<file path="config.mk">
export PLATFORM = sky130hd
export DESIGN_NAME = rp_analog_top
export DESIGN_NICKNAME = d
export VERILOG_FILES = /design/src/rtl/rp_analog_pkg.sv /design/src/rtl/rp_analog_top.sv /design/src/rtl/pdm.sv /design/src/rtl/debounce.sv /design/src/rtl/dac_channel.sv /design/src/rtl/adc_channel.sv /design/src/rtl/linear_calib.sv
export SDC_FILE = /design/constraint.sdc
export NUM_CORES = 2
export LEC_CHECK = 0
export BUFFER_PORTS_ARGS = -buffer_cell sky130_fd_sc_hd__buf_2
export CAP_MARGIN = 25
export CORE_UTILIZATION = 39
export CTS_CLUSTER_SIZE = 16
export DETAILED_ROUTE_END_ITERATION = 7
export SLEW_MARGIN = 20
export SYNTH_ARGS = -nofsm -noshare
export SYNTH_HDL_FRONTEND = slang
export SYNTH_SLANG_ARGS = --single-unit
</file>
<file path="constraint.sdc">
create_clock -name adc_clk -period 7.6 [get_ports adc_clk]
set_input_delay 0.38 -clock adc_clk [delete_from_list [all_inputs] [get_ports adc_clk]]
set_output_delay 0.38 -clock adc_clk [all_outputs]
set_load 0.005 [all_outputs]
</file>
<file path="src/rtl/rp_analog_pkg.sv">
// analog front end shared types
package rp_analog_pkg;

  //////////////////////
  // converter samples
  //////////////////////

  // signed sample, same width on ADC and DAC side
  typedef logic signed [14-1:0] sample_t;

  // saturation limits of a sample
  localparam int SAMPLE_MAX = 8191;
  localparam int SAMPLE_MIN = -8192;

  //////////////////////
  // calibration
  //////////////////////

  // gain, 1.0 equals CALIB_UNITY
  typedef logic signed [16-1:0] calib_mul_t;
  // offset, added after scaling
  typedef logic signed [14-1:0] calib_sum_t;

  // product is shifted right by this many bits
  localparam int CALIB_SHIFT = 14;
  localparam int CALIB_UNITY = 16384;

  //////////////////////
  // pdm outputs
  //////////////////////

  // one pdm level, unsigned
  typedef logic [8-1:0] pdm_t;

  // accumulator period
  localparam int PDM_RNG = 255;

endpackage: rp_analog_pkg
</file>
<file path="src/rtl/rp_analog_top.sv">
// analog front end top level
`timescale 1ns/1ps

module rp_analog_top #(
  // ADC and DAC channel count
  int unsigned CHN_NUM = 2,
  // pdm output count
  int unsigned PDM_CHN = 4,
  // debounce counter width and length
  int unsigned DEB_CW  = 20,
  int unsigned DEB_LEN = 62500
)(
  // clock and reset
  input  logic                                      adc_clk,
  input  logic                                      top_rst,
  // ADC side
  input  logic                      [CHN_NUM-1:0] [14-1:0] adc_dat_i,
  input  logic                                      digital_loop_i,
  // calibration
  input  rp_analog_pkg::calib_mul_t [CHN_NUM-1:0]   adc_mul_i,
  input  rp_analog_pkg::calib_sum_t [CHN_NUM-1:0]   adc_sum_i,
  input  rp_analog_pkg::calib_mul_t [CHN_NUM-1:0]   dac_mul_i,
  input  rp_analog_pkg::calib_sum_t [CHN_NUM-1:0]   dac_sum_i,
  // generator side
  input  rp_analog_pkg::sample_t    [CHN_NUM-1:0]   asg_dat_i,
  // acquisition samples and DAC codes
  output rp_analog_pkg::sample_t    [CHN_NUM-1:0]   osc_dat_o,
  output logic                      [CHN_NUM-1:0] [14-1:0] dac_dat_o,
  // pdm
  input  rp_analog_pkg::pdm_t       [PDM_CHN-1:0]   pdm_cfg_i,
  output logic                      [PDM_CHN-1:0]   pdm_o,
  // debounced trigger input
  input  logic                                      dig_i,
  output logic                                      dig_o,
  output logic                                      trg_pos_o,
  output logic                                      trg_neg_o
);

  //////////////////////
  // converter channels
  //////////////////////

  // calibrated DAC samples, fed back for loopback
  rp_analog_pkg::sample_t [CHN_NUM-1:0] loop_dat;

  for (genvar i = 0; i < CHN_NUM; i++) begin: gen_chn

    // generation path
    dac_channel u_dac (
      .adc_clk    (adc_clk),
      .top_rst    (top_rst),
      .asg_dat_i  (asg_dat_i[i]),
      .cfg_mul_i  (dac_mul_i[i]),
      .cfg_sum_i  (dac_sum_i[i]),
      .loop_dat_o (loop_dat[i]),
      .dac_dat_o  (dac_dat_o[i])
    );

    // acquisition path, same index loopback
    adc_channel u_adc (
      .adc_clk        (adc_clk),
      .top_rst        (top_rst),
      .adc_dat_i      (adc_dat_i[i]),
      .loop_dat_i     (loop_dat[i]),
      .digital_loop_i (digital_loop_i),
      .cfg_mul_i      (adc_mul_i[i]),
      .cfg_sum_i      (adc_sum_i[i]),
      .osc_dat_o      (osc_dat_o[i])
    );

  end: gen_chn

  //////////////////////
  // misc outputs
  //////////////////////

  // trigger input
  debounce #(
    .DEB_CW  (DEB_CW),
    .DEB_LEN (DEB_LEN)
  ) u_debounce (
    .adc_clk   (adc_clk),
    .top_rst   (top_rst),
    .dig_i     (dig_i),
    .dig_o     (dig_o),
    .trg_pos_o (trg_pos_o),
    .trg_neg_o (trg_neg_o)
  );

  // slow analog outputs
  pdm #(
    .PDM_CHN (PDM_CHN)
  ) u_pdm (
    .adc_clk   (adc_clk),
    .top_rst   (top_rst),
    .pdm_cfg_i (pdm_cfg_i),
    .pdm_o     (pdm_o)
  );

endmodule: rp_analog_top

</file>
<file path="src/rtl/pdm.sv">
// first order pulse density modulator bank
`timescale 1ns/1ps

module pdm #(
  // number of outputs
  int unsigned PDM_CHN = 4
)(
  // clock and reset
  input  logic                                adc_clk,
  input  logic                                top_rst,
  // level per output
  input  rp_analog_pkg::pdm_t [PDM_CHN-1:0]   pdm_cfg_i,
  // modulated outputs
  output logic                [PDM_CHN-1:0]   pdm_o
);

  // one bit wider than a level, holds acc plus level
  localparam int AW = $bits(rp_analog_pkg::pdm_t) + 1;

  for (genvar i = 0; i < PDM_CHN; i++) begin: gen_chn

    logic [AW-1:0] acc;
    logic [AW-1:0] acc_sum;
    logic          acc_ovf;

    // acc stays below PDM_RNG between cycles
    assign acc_sum = acc + pdm_cfg_i[i];
    assign acc_ovf = acc_sum >= AW'(rp_analog_pkg::PDM_RNG);

    // emit a one and drop one period on overflow
    always_ff @(posedge adc_clk, posedge top_rst) begin
      if (top_rst) begin
        acc      <= '0;
        pdm_o[i] <= 1'b0;
      end else if (acc_ovf) begin
        acc      <= acc_sum - AW'(rp_analog_pkg::PDM_RNG);
        pdm_o[i] <= 1'b1;
      end else begin
        acc      <= acc_sum;
        pdm_o[i] <= 1'b0;
      end
    end

  end: gen_chn

endmodule: pdm

</file>
<file path="src/rtl/debounce.sv">
// digital input debouncer
`timescale 1ns/1ps

module debounce #(
  // counter width
  int unsigned DEB_CW  = 20,
  // stable length in cycles
  int unsigned DEB_LEN = 62500
)(
  // clock and reset
  input  logic adc_clk,
  input  logic top_rst,
  // raw asynchronous input
  input  logic dig_i,
  // debounced level
  output logic dig_o,
  // edge pulses, one cycle each
  output logic trg_pos_o,
  output logic trg_neg_o
);

  logic [2-1:0]      dig_sync;
  logic [DEB_CW-1:0] cnt;
  logic              flip;

  // 2 flop synchronizer
  always_ff @(posedge adc_clk, posedge top_rst) begin
    if (top_rst) begin
      dig_sync <= '0;
    end else begin
      dig_sync <= {dig_sync[0], dig_i};
    end
  end

  // last disagreeing cycle of the run
  assign flip = (dig_sync[1] != dig_o) && (cnt == DEB_CW'(DEB_LEN - 1));

  //////////////////////
  // stability counter
  //////////////////////

  // counts cycles the input differs from the level
  // any agreement restarts the count
  always_ff @(posedge adc_clk, posedge top_rst) begin
    if (top_rst) begin
      cnt <= '0;
    end else if ((dig_sync[1] == dig_o) || flip) begin
      cnt <= '0;
    end else begin
      cnt <= cnt + 1'b1;
    end
  end

  // level flip and the matching edge pulse
  always_ff @(posedge adc_clk, posedge top_rst) begin
    if (top_rst) begin
      dig_o     <= 1'b0;
      trg_pos_o <= 1'b0;
      trg_neg_o <= 1'b0;
    end else begin
      dig_o     <= flip ? ~dig_o : dig_o;
      trg_pos_o <= flip & ~dig_o;
      trg_neg_o <= flip &  dig_o;
    end
  end

endmodule: debounce

</file>
<file path="src/rtl/dac_channel.sv">
// DAC generation channel
`timescale 1ns/1ps

module dac_channel (
  // clock and reset
  input  logic                      adc_clk,
  input  logic                      top_rst,
  // generator sample
  input  rp_analog_pkg::sample_t    asg_dat_i,
  // calibration
  input  rp_analog_pkg::calib_mul_t cfg_mul_i,
  input  rp_analog_pkg::calib_sum_t cfg_sum_i,
  // calibrated sample for loopback
  output rp_analog_pkg::sample_t    loop_dat_o,
  // DAC code, inverted offset binary
  output logic [14-1:0]             dac_dat_o
);

  rp_analog_pkg::sample_t dac_cal;

  // generation calibration, 2 cycles
  linear_calib u_calib (
    .adc_clk   (adc_clk),
    .top_rst   (top_rst),
    .sti_dat_i (asg_dat_i),
    .cfg_mul_i (cfg_mul_i),
    .cfg_sum_i (cfg_sum_i),
    .sto_dat_o (dac_cal)
  );

  // loopback taps the calibrated sample before formatting
  assign loop_dat_o = dac_cal;

  // output format register
  // sample 0 maps to code 8191 (negative slope)
  always_ff @(posedge adc_clk, posedge top_rst) begin
    if (top_rst) begin
      dac_dat_o <= {1'b0, {13{1'b1}}};
    end else begin
      dac_dat_o <= {dac_cal[14-1], ~dac_cal[14-2:0]};
    end
  end

endmodule: dac_channel

</file>
<file path="src/rtl/adc_channel.sv">
// ADC acquisition channel
`timescale 1ns/1ps

module adc_channel (
  // clock and reset
  input  logic                      adc_clk,
  input  logic                      top_rst,
  // ADC pins, inverted offset binary
  input  logic [14-1:0]             adc_dat_i,
  // calibrated DAC sample of this channel
  input  rp_analog_pkg::sample_t    loop_dat_i,
  input  logic                      digital_loop_i,
  // calibration
  input  rp_analog_pkg::calib_mul_t cfg_mul_i,
  input  rp_analog_pkg::calib_sum_t cfg_sum_i,
  // calibrated sample to acquisition
  output rp_analog_pkg::sample_t    osc_dat_o
);

  rp_analog_pkg::sample_t adc_raw;
  rp_analog_pkg::sample_t adc_sel;

  // pin capture register
  // msb kept, remaining bits inverted gives two's complement
  always_ff @(posedge adc_clk, posedge top_rst) begin
    if (top_rst) begin
      adc_raw <= '0;
    end else begin
      adc_raw <= {adc_dat_i[14-1], ~adc_dat_i[14-2:0]};
    end
  end

  // digital loopback mux
  // loop sample bypasses the capture register
  assign adc_sel = digital_loop_i ? loop_dat_i : adc_raw;

  // acquisition calibration, 2 cycles
  linear_calib u_calib (
    .adc_clk   (adc_clk),
    .top_rst   (top_rst),
    .sti_dat_i (adc_sel),
    .cfg_mul_i (cfg_mul_i),
    .cfg_sum_i (cfg_sum_i),
    .sto_dat_o (osc_dat_o)
  );

endmodule: adc_channel

</file>
<file path="src/rtl/linear_calib.sv">
// linear gain and offset stage
`timescale 1ns/1ps

module linear_calib (
  // clock and reset
  input  logic                      adc_clk,
  input  logic                      top_rst,
  // sample stream in
  input  rp_analog_pkg::sample_t    sti_dat_i,
  // calibration
  input  rp_analog_pkg::calib_mul_t cfg_mul_i,
  input  rp_analog_pkg::calib_sum_t cfg_sum_i,
  // sample stream out
  output rp_analog_pkg::sample_t    sto_dat_o
);

  // full product width
  localparam int MW = $bits(rp_analog_pkg::sample_t) + $bits(rp_analog_pkg::calib_mul_t);
  // width left after the shift
  localparam int SW = MW - rp_analog_pkg::CALIB_SHIFT;

  logic signed [MW-1:0] mul_full;
  logic signed [SW-1:0] mul_shr;
  logic signed [SW:0]   sum_full;

  ////////////////////
  // stage one
  ////////////////////

  // signed multiply, both operands sign extended
  assign mul_full = sti_dat_i * cfg_mul_i;

  // dropping low bits is an arithmetic shift
  // rounds toward minus infinity
  always_ff @(posedge adc_clk, posedge top_rst) begin
    if (top_rst) begin
      mul_shr <= '0;
    end else begin
      mul_shr <= mul_full[MW-1:rp_analog_pkg::CALIB_SHIFT];
    end
  end

  ////////////////////
  // stage two
  ////////////////////

  // one extra bit so the sum cannot wrap
  assign sum_full = mul_shr + cfg_sum_i;

  // clamp to sample range
  always_ff @(posedge adc_clk, posedge top_rst) begin
    if (top_rst) begin
      sto_dat_o <= '0;
    end else if (sum_full > rp_analog_pkg::SAMPLE_MAX) begin
      sto_dat_o <= rp_analog_pkg::sample_t'(rp_analog_pkg::SAMPLE_MAX);
    end else if (sum_full < rp_analog_pkg::SAMPLE_MIN) begin
      sto_dat_o <= rp_analog_pkg::sample_t'(rp_analog_pkg::SAMPLE_MIN);
    end else begin
      sto_dat_o <= sum_full[$bits(rp_analog_pkg::sample_t)-1:0];
    end
  end

endmodule: linear_calib

</file>
## Word level (Yosys, flattened, before mapping)

Index checks and enable logic that the tools add are counted.

- $add $sub $neg: 13
- Mux-type cells: 19
- Bitwise gates (word level): 7
- $mul: 4
- Magnitude comparators: 12
- Reduce and logical (&&, ||, !) cells: 2
- Equal/unequal tests: 3

Operators with widths:

| operator | count |
|---|---|
| two-way mux 14 bit | 10 |
| multiplier 14 x 16 -> 30 bit | 4 |
| adder 16 x 14 -> 17 bit | 4 |
| > comparator 17 x 14 -> 1 bit (second input constant) | 4 |
| less-than comparator 17 x 14 -> 1 bit (second input constant) | 4 |
| NOT 13 bit | 4 |
| adder 9 x 8 -> 9 bit | 4 |
| >= comparator 9 x 8 -> 1 bit (second input constant) | 4 |
| two-way mux 9 bit | 4 |
| subtractor 9 x 8 -> 9 bit (second input constant) | 4 |
| adder 20 x 1 -> 20 bit (second input constant) | 1 |
| == test 20 x 16 -> 1 bit (second input constant) | 1 |
| two-way mux 20 bit | 1 |
| two-way mux 1 bit | 4 |
| AND 1 bit | 2 |
| == test 1 bit | 1 |
| logical AND 1 bit | 1 |
| logical OR 1 bit | 1 |
| inequality test 1 bit | 1 |
| NOT 1 bit | 1 |

- Output and inout bits: 63
- Logic and storage cells: 85
- Flip-flop bits (word level): 241

## Longest topological paths before layout

- Depth after elaboration: 4
- Depth in mapped cells: 27
- Gate-level depth less buffers: 24

## Modules after synthesis

From an unflattened synthesis, not the netlist that was laid out.

- Cell total of the unflattened synthesis: 4,755
- Area total of the unflattened synthesis: 45,551.2 um^2

Modules (own cells, without submodules):

| module | times used | area an instance (um^2) | sequential area each (um^2) | cells each |
|---|---|---|---|---|
| linear_calib at gen_chn[1].u_dac.u_calib | 1 | 9,685.5 | 750.7 | 1,023 |
| linear_calib at gen_chn[0].u_dac.u_calib | 1 | 9,681.8 | 750.7 | 1,033 |
| linear_calib at gen_chn[0].u_adc.u_calib | 1 | 9,638.0 | 750.7 | 1,025 |
| linear_calib at gen_chn[1].u_adc.u_calib | 1 | 9,554.2 | 750.7 | 998 |
| pdm | 1 | 3,817.4 | 1,001.0 | 417 |
| debounce | 1 | 1,192.4 | 625.6 | 117 |
| adc_channel | 2 | 571.8 | 350.3 | 43 |
| dac_channel | 2 | 419.2 | 366.6 | 28 |

## Worst setup path before layout

No wires, ideal clock.

- Kind: input to register
- Start point: in digital_loop_i
- End point: reg gen_chn[1].u_adc.u_calib.mul_shr[15]
- Data arrival time: 6.689 ns
- Path buffers: 3
- Required time: 7.475 ns
- Stages on the path: 25
- Slack: 0.786 ns
- Cell sequence: buf_6 -> buf_1 -> mux2i_1 -> clkbuf_1 -> nor2b_1 -> fa_1 -> inv_1 -> fa_1 -> inv_1 -> fa_1 -> inv_1 -> fa_1 -> inv_1 -> fa_1 -> inv_1 -> fa_1 -> inv_1 -> ha_1 -> nand4_1 -> o31a_1 -> o311a_1 -> o32ai_4 -> o221a_2 -> nor2_1 -> xnor2_1

- Word-level cells in the longest chain between the ends: 2

Ends and longest elaborated chain:

| item | RTL line | RTL |
|---|---|---|
| start: declaration | rp_analog_top.sv:18 | `input logic digital_loop_i,` |
| two-way mux 14 bit | adc_channel.sv:35 | `assign adc_sel = digital_loop_i ? loop_dat_i : adc_raw;` |
| multiplier 14 x 16 -> 30 bit | linear_calib.sv:31 | `assign mul_full = sti_dat_i * cfg_mul_i;` |
| named net gen_chn[1].u_adc.u_calib.mul_full[29] | linear_calib.sv:22 | `logic signed [MW-1:0] mul_full;` |
| end signal: assignment | linear_calib.sv:39 | `mul_shr <= mul_full[MW-1:rp_analog_pkg::CALIB_SHIFT];` |
| end: declaration | linear_calib.sv:23 | `logic signed [SW-1:0] mul_shr;` |

The timed path passes the listed nets, and every way through them passes these cells.
A chain may end at the register's enable or synchronous reset.

## Worst setup path in the final report

- Start point: reg gen_chn[1].u_dac.u_calib.sto_dat_o[7]
- End point: reg gen_chn[1].u_adc.u_calib.mul_shr[15]

- Word-level cells in the longest chain between the ends: 2

Ends and longest elaborated chain:

| item | RTL line | RTL |
|---|---|---|
| start: declaration | linear_calib.sv:14 | `output rp_analog_pkg::sample_t sto_dat_o` |
| start signal: assignment | linear_calib.sv:55 | `sto_dat_o <= rp_analog_pkg::sample_t'(rp_analog_pkg::SAMPLE_MAX);` |
| start signal: assignment | linear_calib.sv:57 | `sto_dat_o <= rp_analog_pkg::sample_t'(rp_analog_pkg::SAMPLE_MIN);` |
| start signal: assignment | linear_calib.sv:59 | `sto_dat_o <= sum_full[$bits(rp_analog_pkg::sample_t)-1:0];` |
| two-way mux 14 bit | adc_channel.sv:35 |  |
| multiplier 14 x 16 -> 30 bit | linear_calib.sv:31 |  |
| named net gen_chn[1].u_adc.u_calib.mul_full[29] | linear_calib.sv:22 |  |

The timed path passes the listed nets, and every way through them passes these cells.

==> metrics.yaml <==
synthTopCellsByArea: "fa_1, dfrtp_1, ha_1"
ys_ff_latch: 241
cts_made_buffers: 34
grt_usage: 0.190
cts_setup_buffers: 0
cts_root_buffer: "clkbuf_16"
hp-class: "in2reg"
synth_compound_area_frac: 0.0608
post-route-drc-count: 0
grt_pass1_wl_mm: 173
dr.pass1.iters: 7
end_kind: "flop"
fin_crit_sh: 0.861
seq_area_frac_synth: 0.137
clock_skew_ps: 18.6
synthToLayoutAreaGrowth_pct: 9.78
antenna_found_initial: 34
wl_per_cell_um: 16.4
cts_tree: "done"
path_depth: 21
required_ps: 8100
yosysMostFrequentCell: "inv_1"
place.gp.congestion: 0.824
synth_common_cells: "inv_1, fa_1, nand2_1"
rr_worst_depth: 21
period_minus_slack_ps: 6550
fin_nets: 6289
fmax_ghz: 0.153
synth_area_per_cell_um2: 9.61
yosys.area_share.adder: 0.506
synth.top_cell.area_share: 0.399
yosys-mux-area-fraction: 0.00943
io_buffer_count: 274
path_buf_inv: 3
path_max_fanout: 16
path_cells: "mux2_2 -> nand2_1 -> fa_1 -> fa_1 -> fa_1 -> inv_1 -> fa_1 -> fa_1 -> inv_1 -> fa_1 -> inv_1 -> ha_1 -> a21o_1 -> a21oi_1 -> o22ai_1 -> a211oi_1 -> o311a_1 -> o32ai_4 -> o221a_2 -> nor2_1 -> xnor2_1"
tightest_slew_ps: 1130
nFillCells: 11100
async_reset_ff_frac: 1.00
synth_top_family_by_area: "adder cells"
hold_viol: 0
tns_ps: 0
num_rows: 123
start_kind: "flop"
clockBufferDepth: 3
cp_slowest_cell: "dfrtp_1"
syn_area_um2: 44200
start_util: 0.393
drt_iter0_markers: 1150
clk_pin_slew_worst_paths_ps: 60
final_antenna_net_count: 0
grt_overflow: 0
status: "finished clean"
pin_count: 275
yosys.cell_types.count: 85
rsz0062_at_grt: "no"
min_path_cells: 2
htree_levels: 2
finalSetupViolations: 0
cpLargestDelayFamily: "adder cells"
grt_pass1_vias: 33000
synth_ff_type: "dfrtp_1"
syn_nets: 6066
cp_common_cell: "fa_1"
cp.arrival_ps: 7040
finalWirelength_mm: 104
yosysWarnings: 0
core_um2: 112000
vias_per_cell: 4.83
yosys.area_share.xor_xnor: 0.0404
synth_simple_gate_area_frac: 0.145
die_x_um: 339
critical_path_class: "reg2reg"
maxSlewHeadroom: 0.238
synth_edf_count: 0
cp_slowest_stage_delay_ps: 570
grt_start_max_net_pins: 133
drive_gt1_frac: 0.0894
dieArea_um2: 115000
die_h_um: 339
yosysTopAreaCell: "fa_1"
clock_latency_ps: 580
vias: 30700
final_max_slew_viol_count: 0
hpwl_mm: 86.2
cts.sinks: 241
maxCapViolCount: 0
synthCells: 4597
final cells by class:
type / instances / area [µm²] / area share
sequential: 241 / 6060 / 0.125
antenna: 6 / 15.0 / 0.000310
tap: 1500 / 1880 / 0.0387
timing repair buffer: 323 / 1830 / 0.0378
multi-input combinational: 3173 / 33700 / 0.694
clock buffer: 44 / 928 / 0.0191
clock inverter: 15 / 189 / 0.00390
inverter: 1047 / 3940 / 0.0812
metal layers:
metal,up-vias,track usage,share of wire
met4,24,0.0496,0.024
met3,147,0.0330,0.055
met1,15700,0.254,0.44
li1,14300,-,-
met2,546,0.318,0.48
met5,-,0,0.0014
kinds of logic after synthesis:
group                    after synthesis
AND/OR/NAND/NOR                     1278
adder cells (fa/ha/maj)             1257
buffers and inverters               1183
AO/OA/AOI/OAI                        395
flip-flops                           241
XOR/XNOR                             204
multiplexers                          39
timing repair:
item	CTS	global route
gates resized for setup	0	0
endpoints found under the hold margin	50	0
hold buffers	27	0
registers in the layout, indices dropped and copies added, names as in the netlist, 2 cells and up:
| signal | flops |
|---|---|
| gen_chn.u_adc.u_calib.mul_shr | 32 |
| u_pdm.pdm_o | 4 |
| u_debounce.cnt | 20 |
| gen_chn.u_dac.dac_dat_o | 28 |
| u_debounce.dig_sync | 2 |
| gen_chn.u_adc.u_calib.sto_dat_o | 28 |
| gen_chn.u_dac.u_calib.mul_shr | 32 |
| gen_chn.u_dac.u_calib.sto_dat_o | 28 |
| u_pdm.gen_chn.acc | 36 |
| gen_chn.u_adc.adc_raw | 28 |
worst reg2reg max path: stages (launching register included):
cell	delay, ps
dfrtp_1	570
mux2_2	470
nand2_1	130
fa_1	480
fa_1	510
fa_1	540
inv_1	50
fa_1	460
fa_1	490
inv_1	50
fa_1	470
inv_1	40
ha_1	300
a21o_1	160
a21oi_1	250
o22ai_1	170
a211oi_1	330
o311a_1	330
o32ai_4	150
o221a_2	290
nor2_1	120
xnor2_1	120
path summary, 6_finish.rpt:
kind,slack [ps],from,endpoint
max,1050,gen_chn[1].u_dac.u_calib.sto_dat_o[7]$_DFF_PP0_,gen_chn[1].u_adc.u_calib.mul_shr[15]$_DFF_PP0_
max reg2reg,1050,gen_chn[1].u_dac.u_calib.sto_dat_o[7]$_DFF_PP0_,gen_chn[1].u_adc.u_calib.mul_shr[15]$_DFF_PP0_
max in group asynchronous,5910,top_rst,gen_chn[0].u_dac.u_calib.sto_dat_o[9]$_DFF_PP0_
min,40,adc_dat_i[23],gen_chn[1].u_adc.adc_raw[9]$_DFF_PP0_
min reg2reg,370,gen_chn[0].u_dac.u_calib.sto_dat_o[12]$_DFF_PP0_,gen_chn[0].u_dac.dac_dat_o[12]$_DFF_PP1_
min in group asynchronous,480,top_rst,u_pdm.gen_chn[1].acc[3]$_DFF_PP0_
placed cells by master (no fill, tap or decap), types with 27 or more instances in the layout:
cell type      count
inv_1           1045
dlygate4sd3_1     27
nor2_1           159
and2_1           267
xor2_1            74
xnor2_1          130
clkbuf_16         34
fa_1             880
nand3_1           28
nor2b_1          179
a21o_1            60
a21oi_1           96
o21a_1            42
ha_1             377
nand2_1          465
dfrtp_1          215
nand2b_1          51
nor3_1            31
o21ai_0           75
buf_2            274
stage by stage:
| step | util | hold slack, ps | instance area, µm² | cells | setup slack [ps] |
|---|---|---|---|---|---|
| finish | 0.432 | 39.4 | 48500 | 6349 | 1050 |
| global route | 0.432 | 27.4 | 48500 | 6346 | 744 |
| CTS | 0.431 | 0.593 | 48500 | 6341 | 1030 |
| detailed placement | 0.419 | 335 | 47100 | 6255 | 822 |
| global placement | 0.419 | 371 | 47100 | 6255 | 932 |
| floorplan | - | 331 | 44200 | 4597 | 647 |
Power is not shown: default switching activity piles up to over one toggle a cycle in this logic, so the estimate is an artifact.
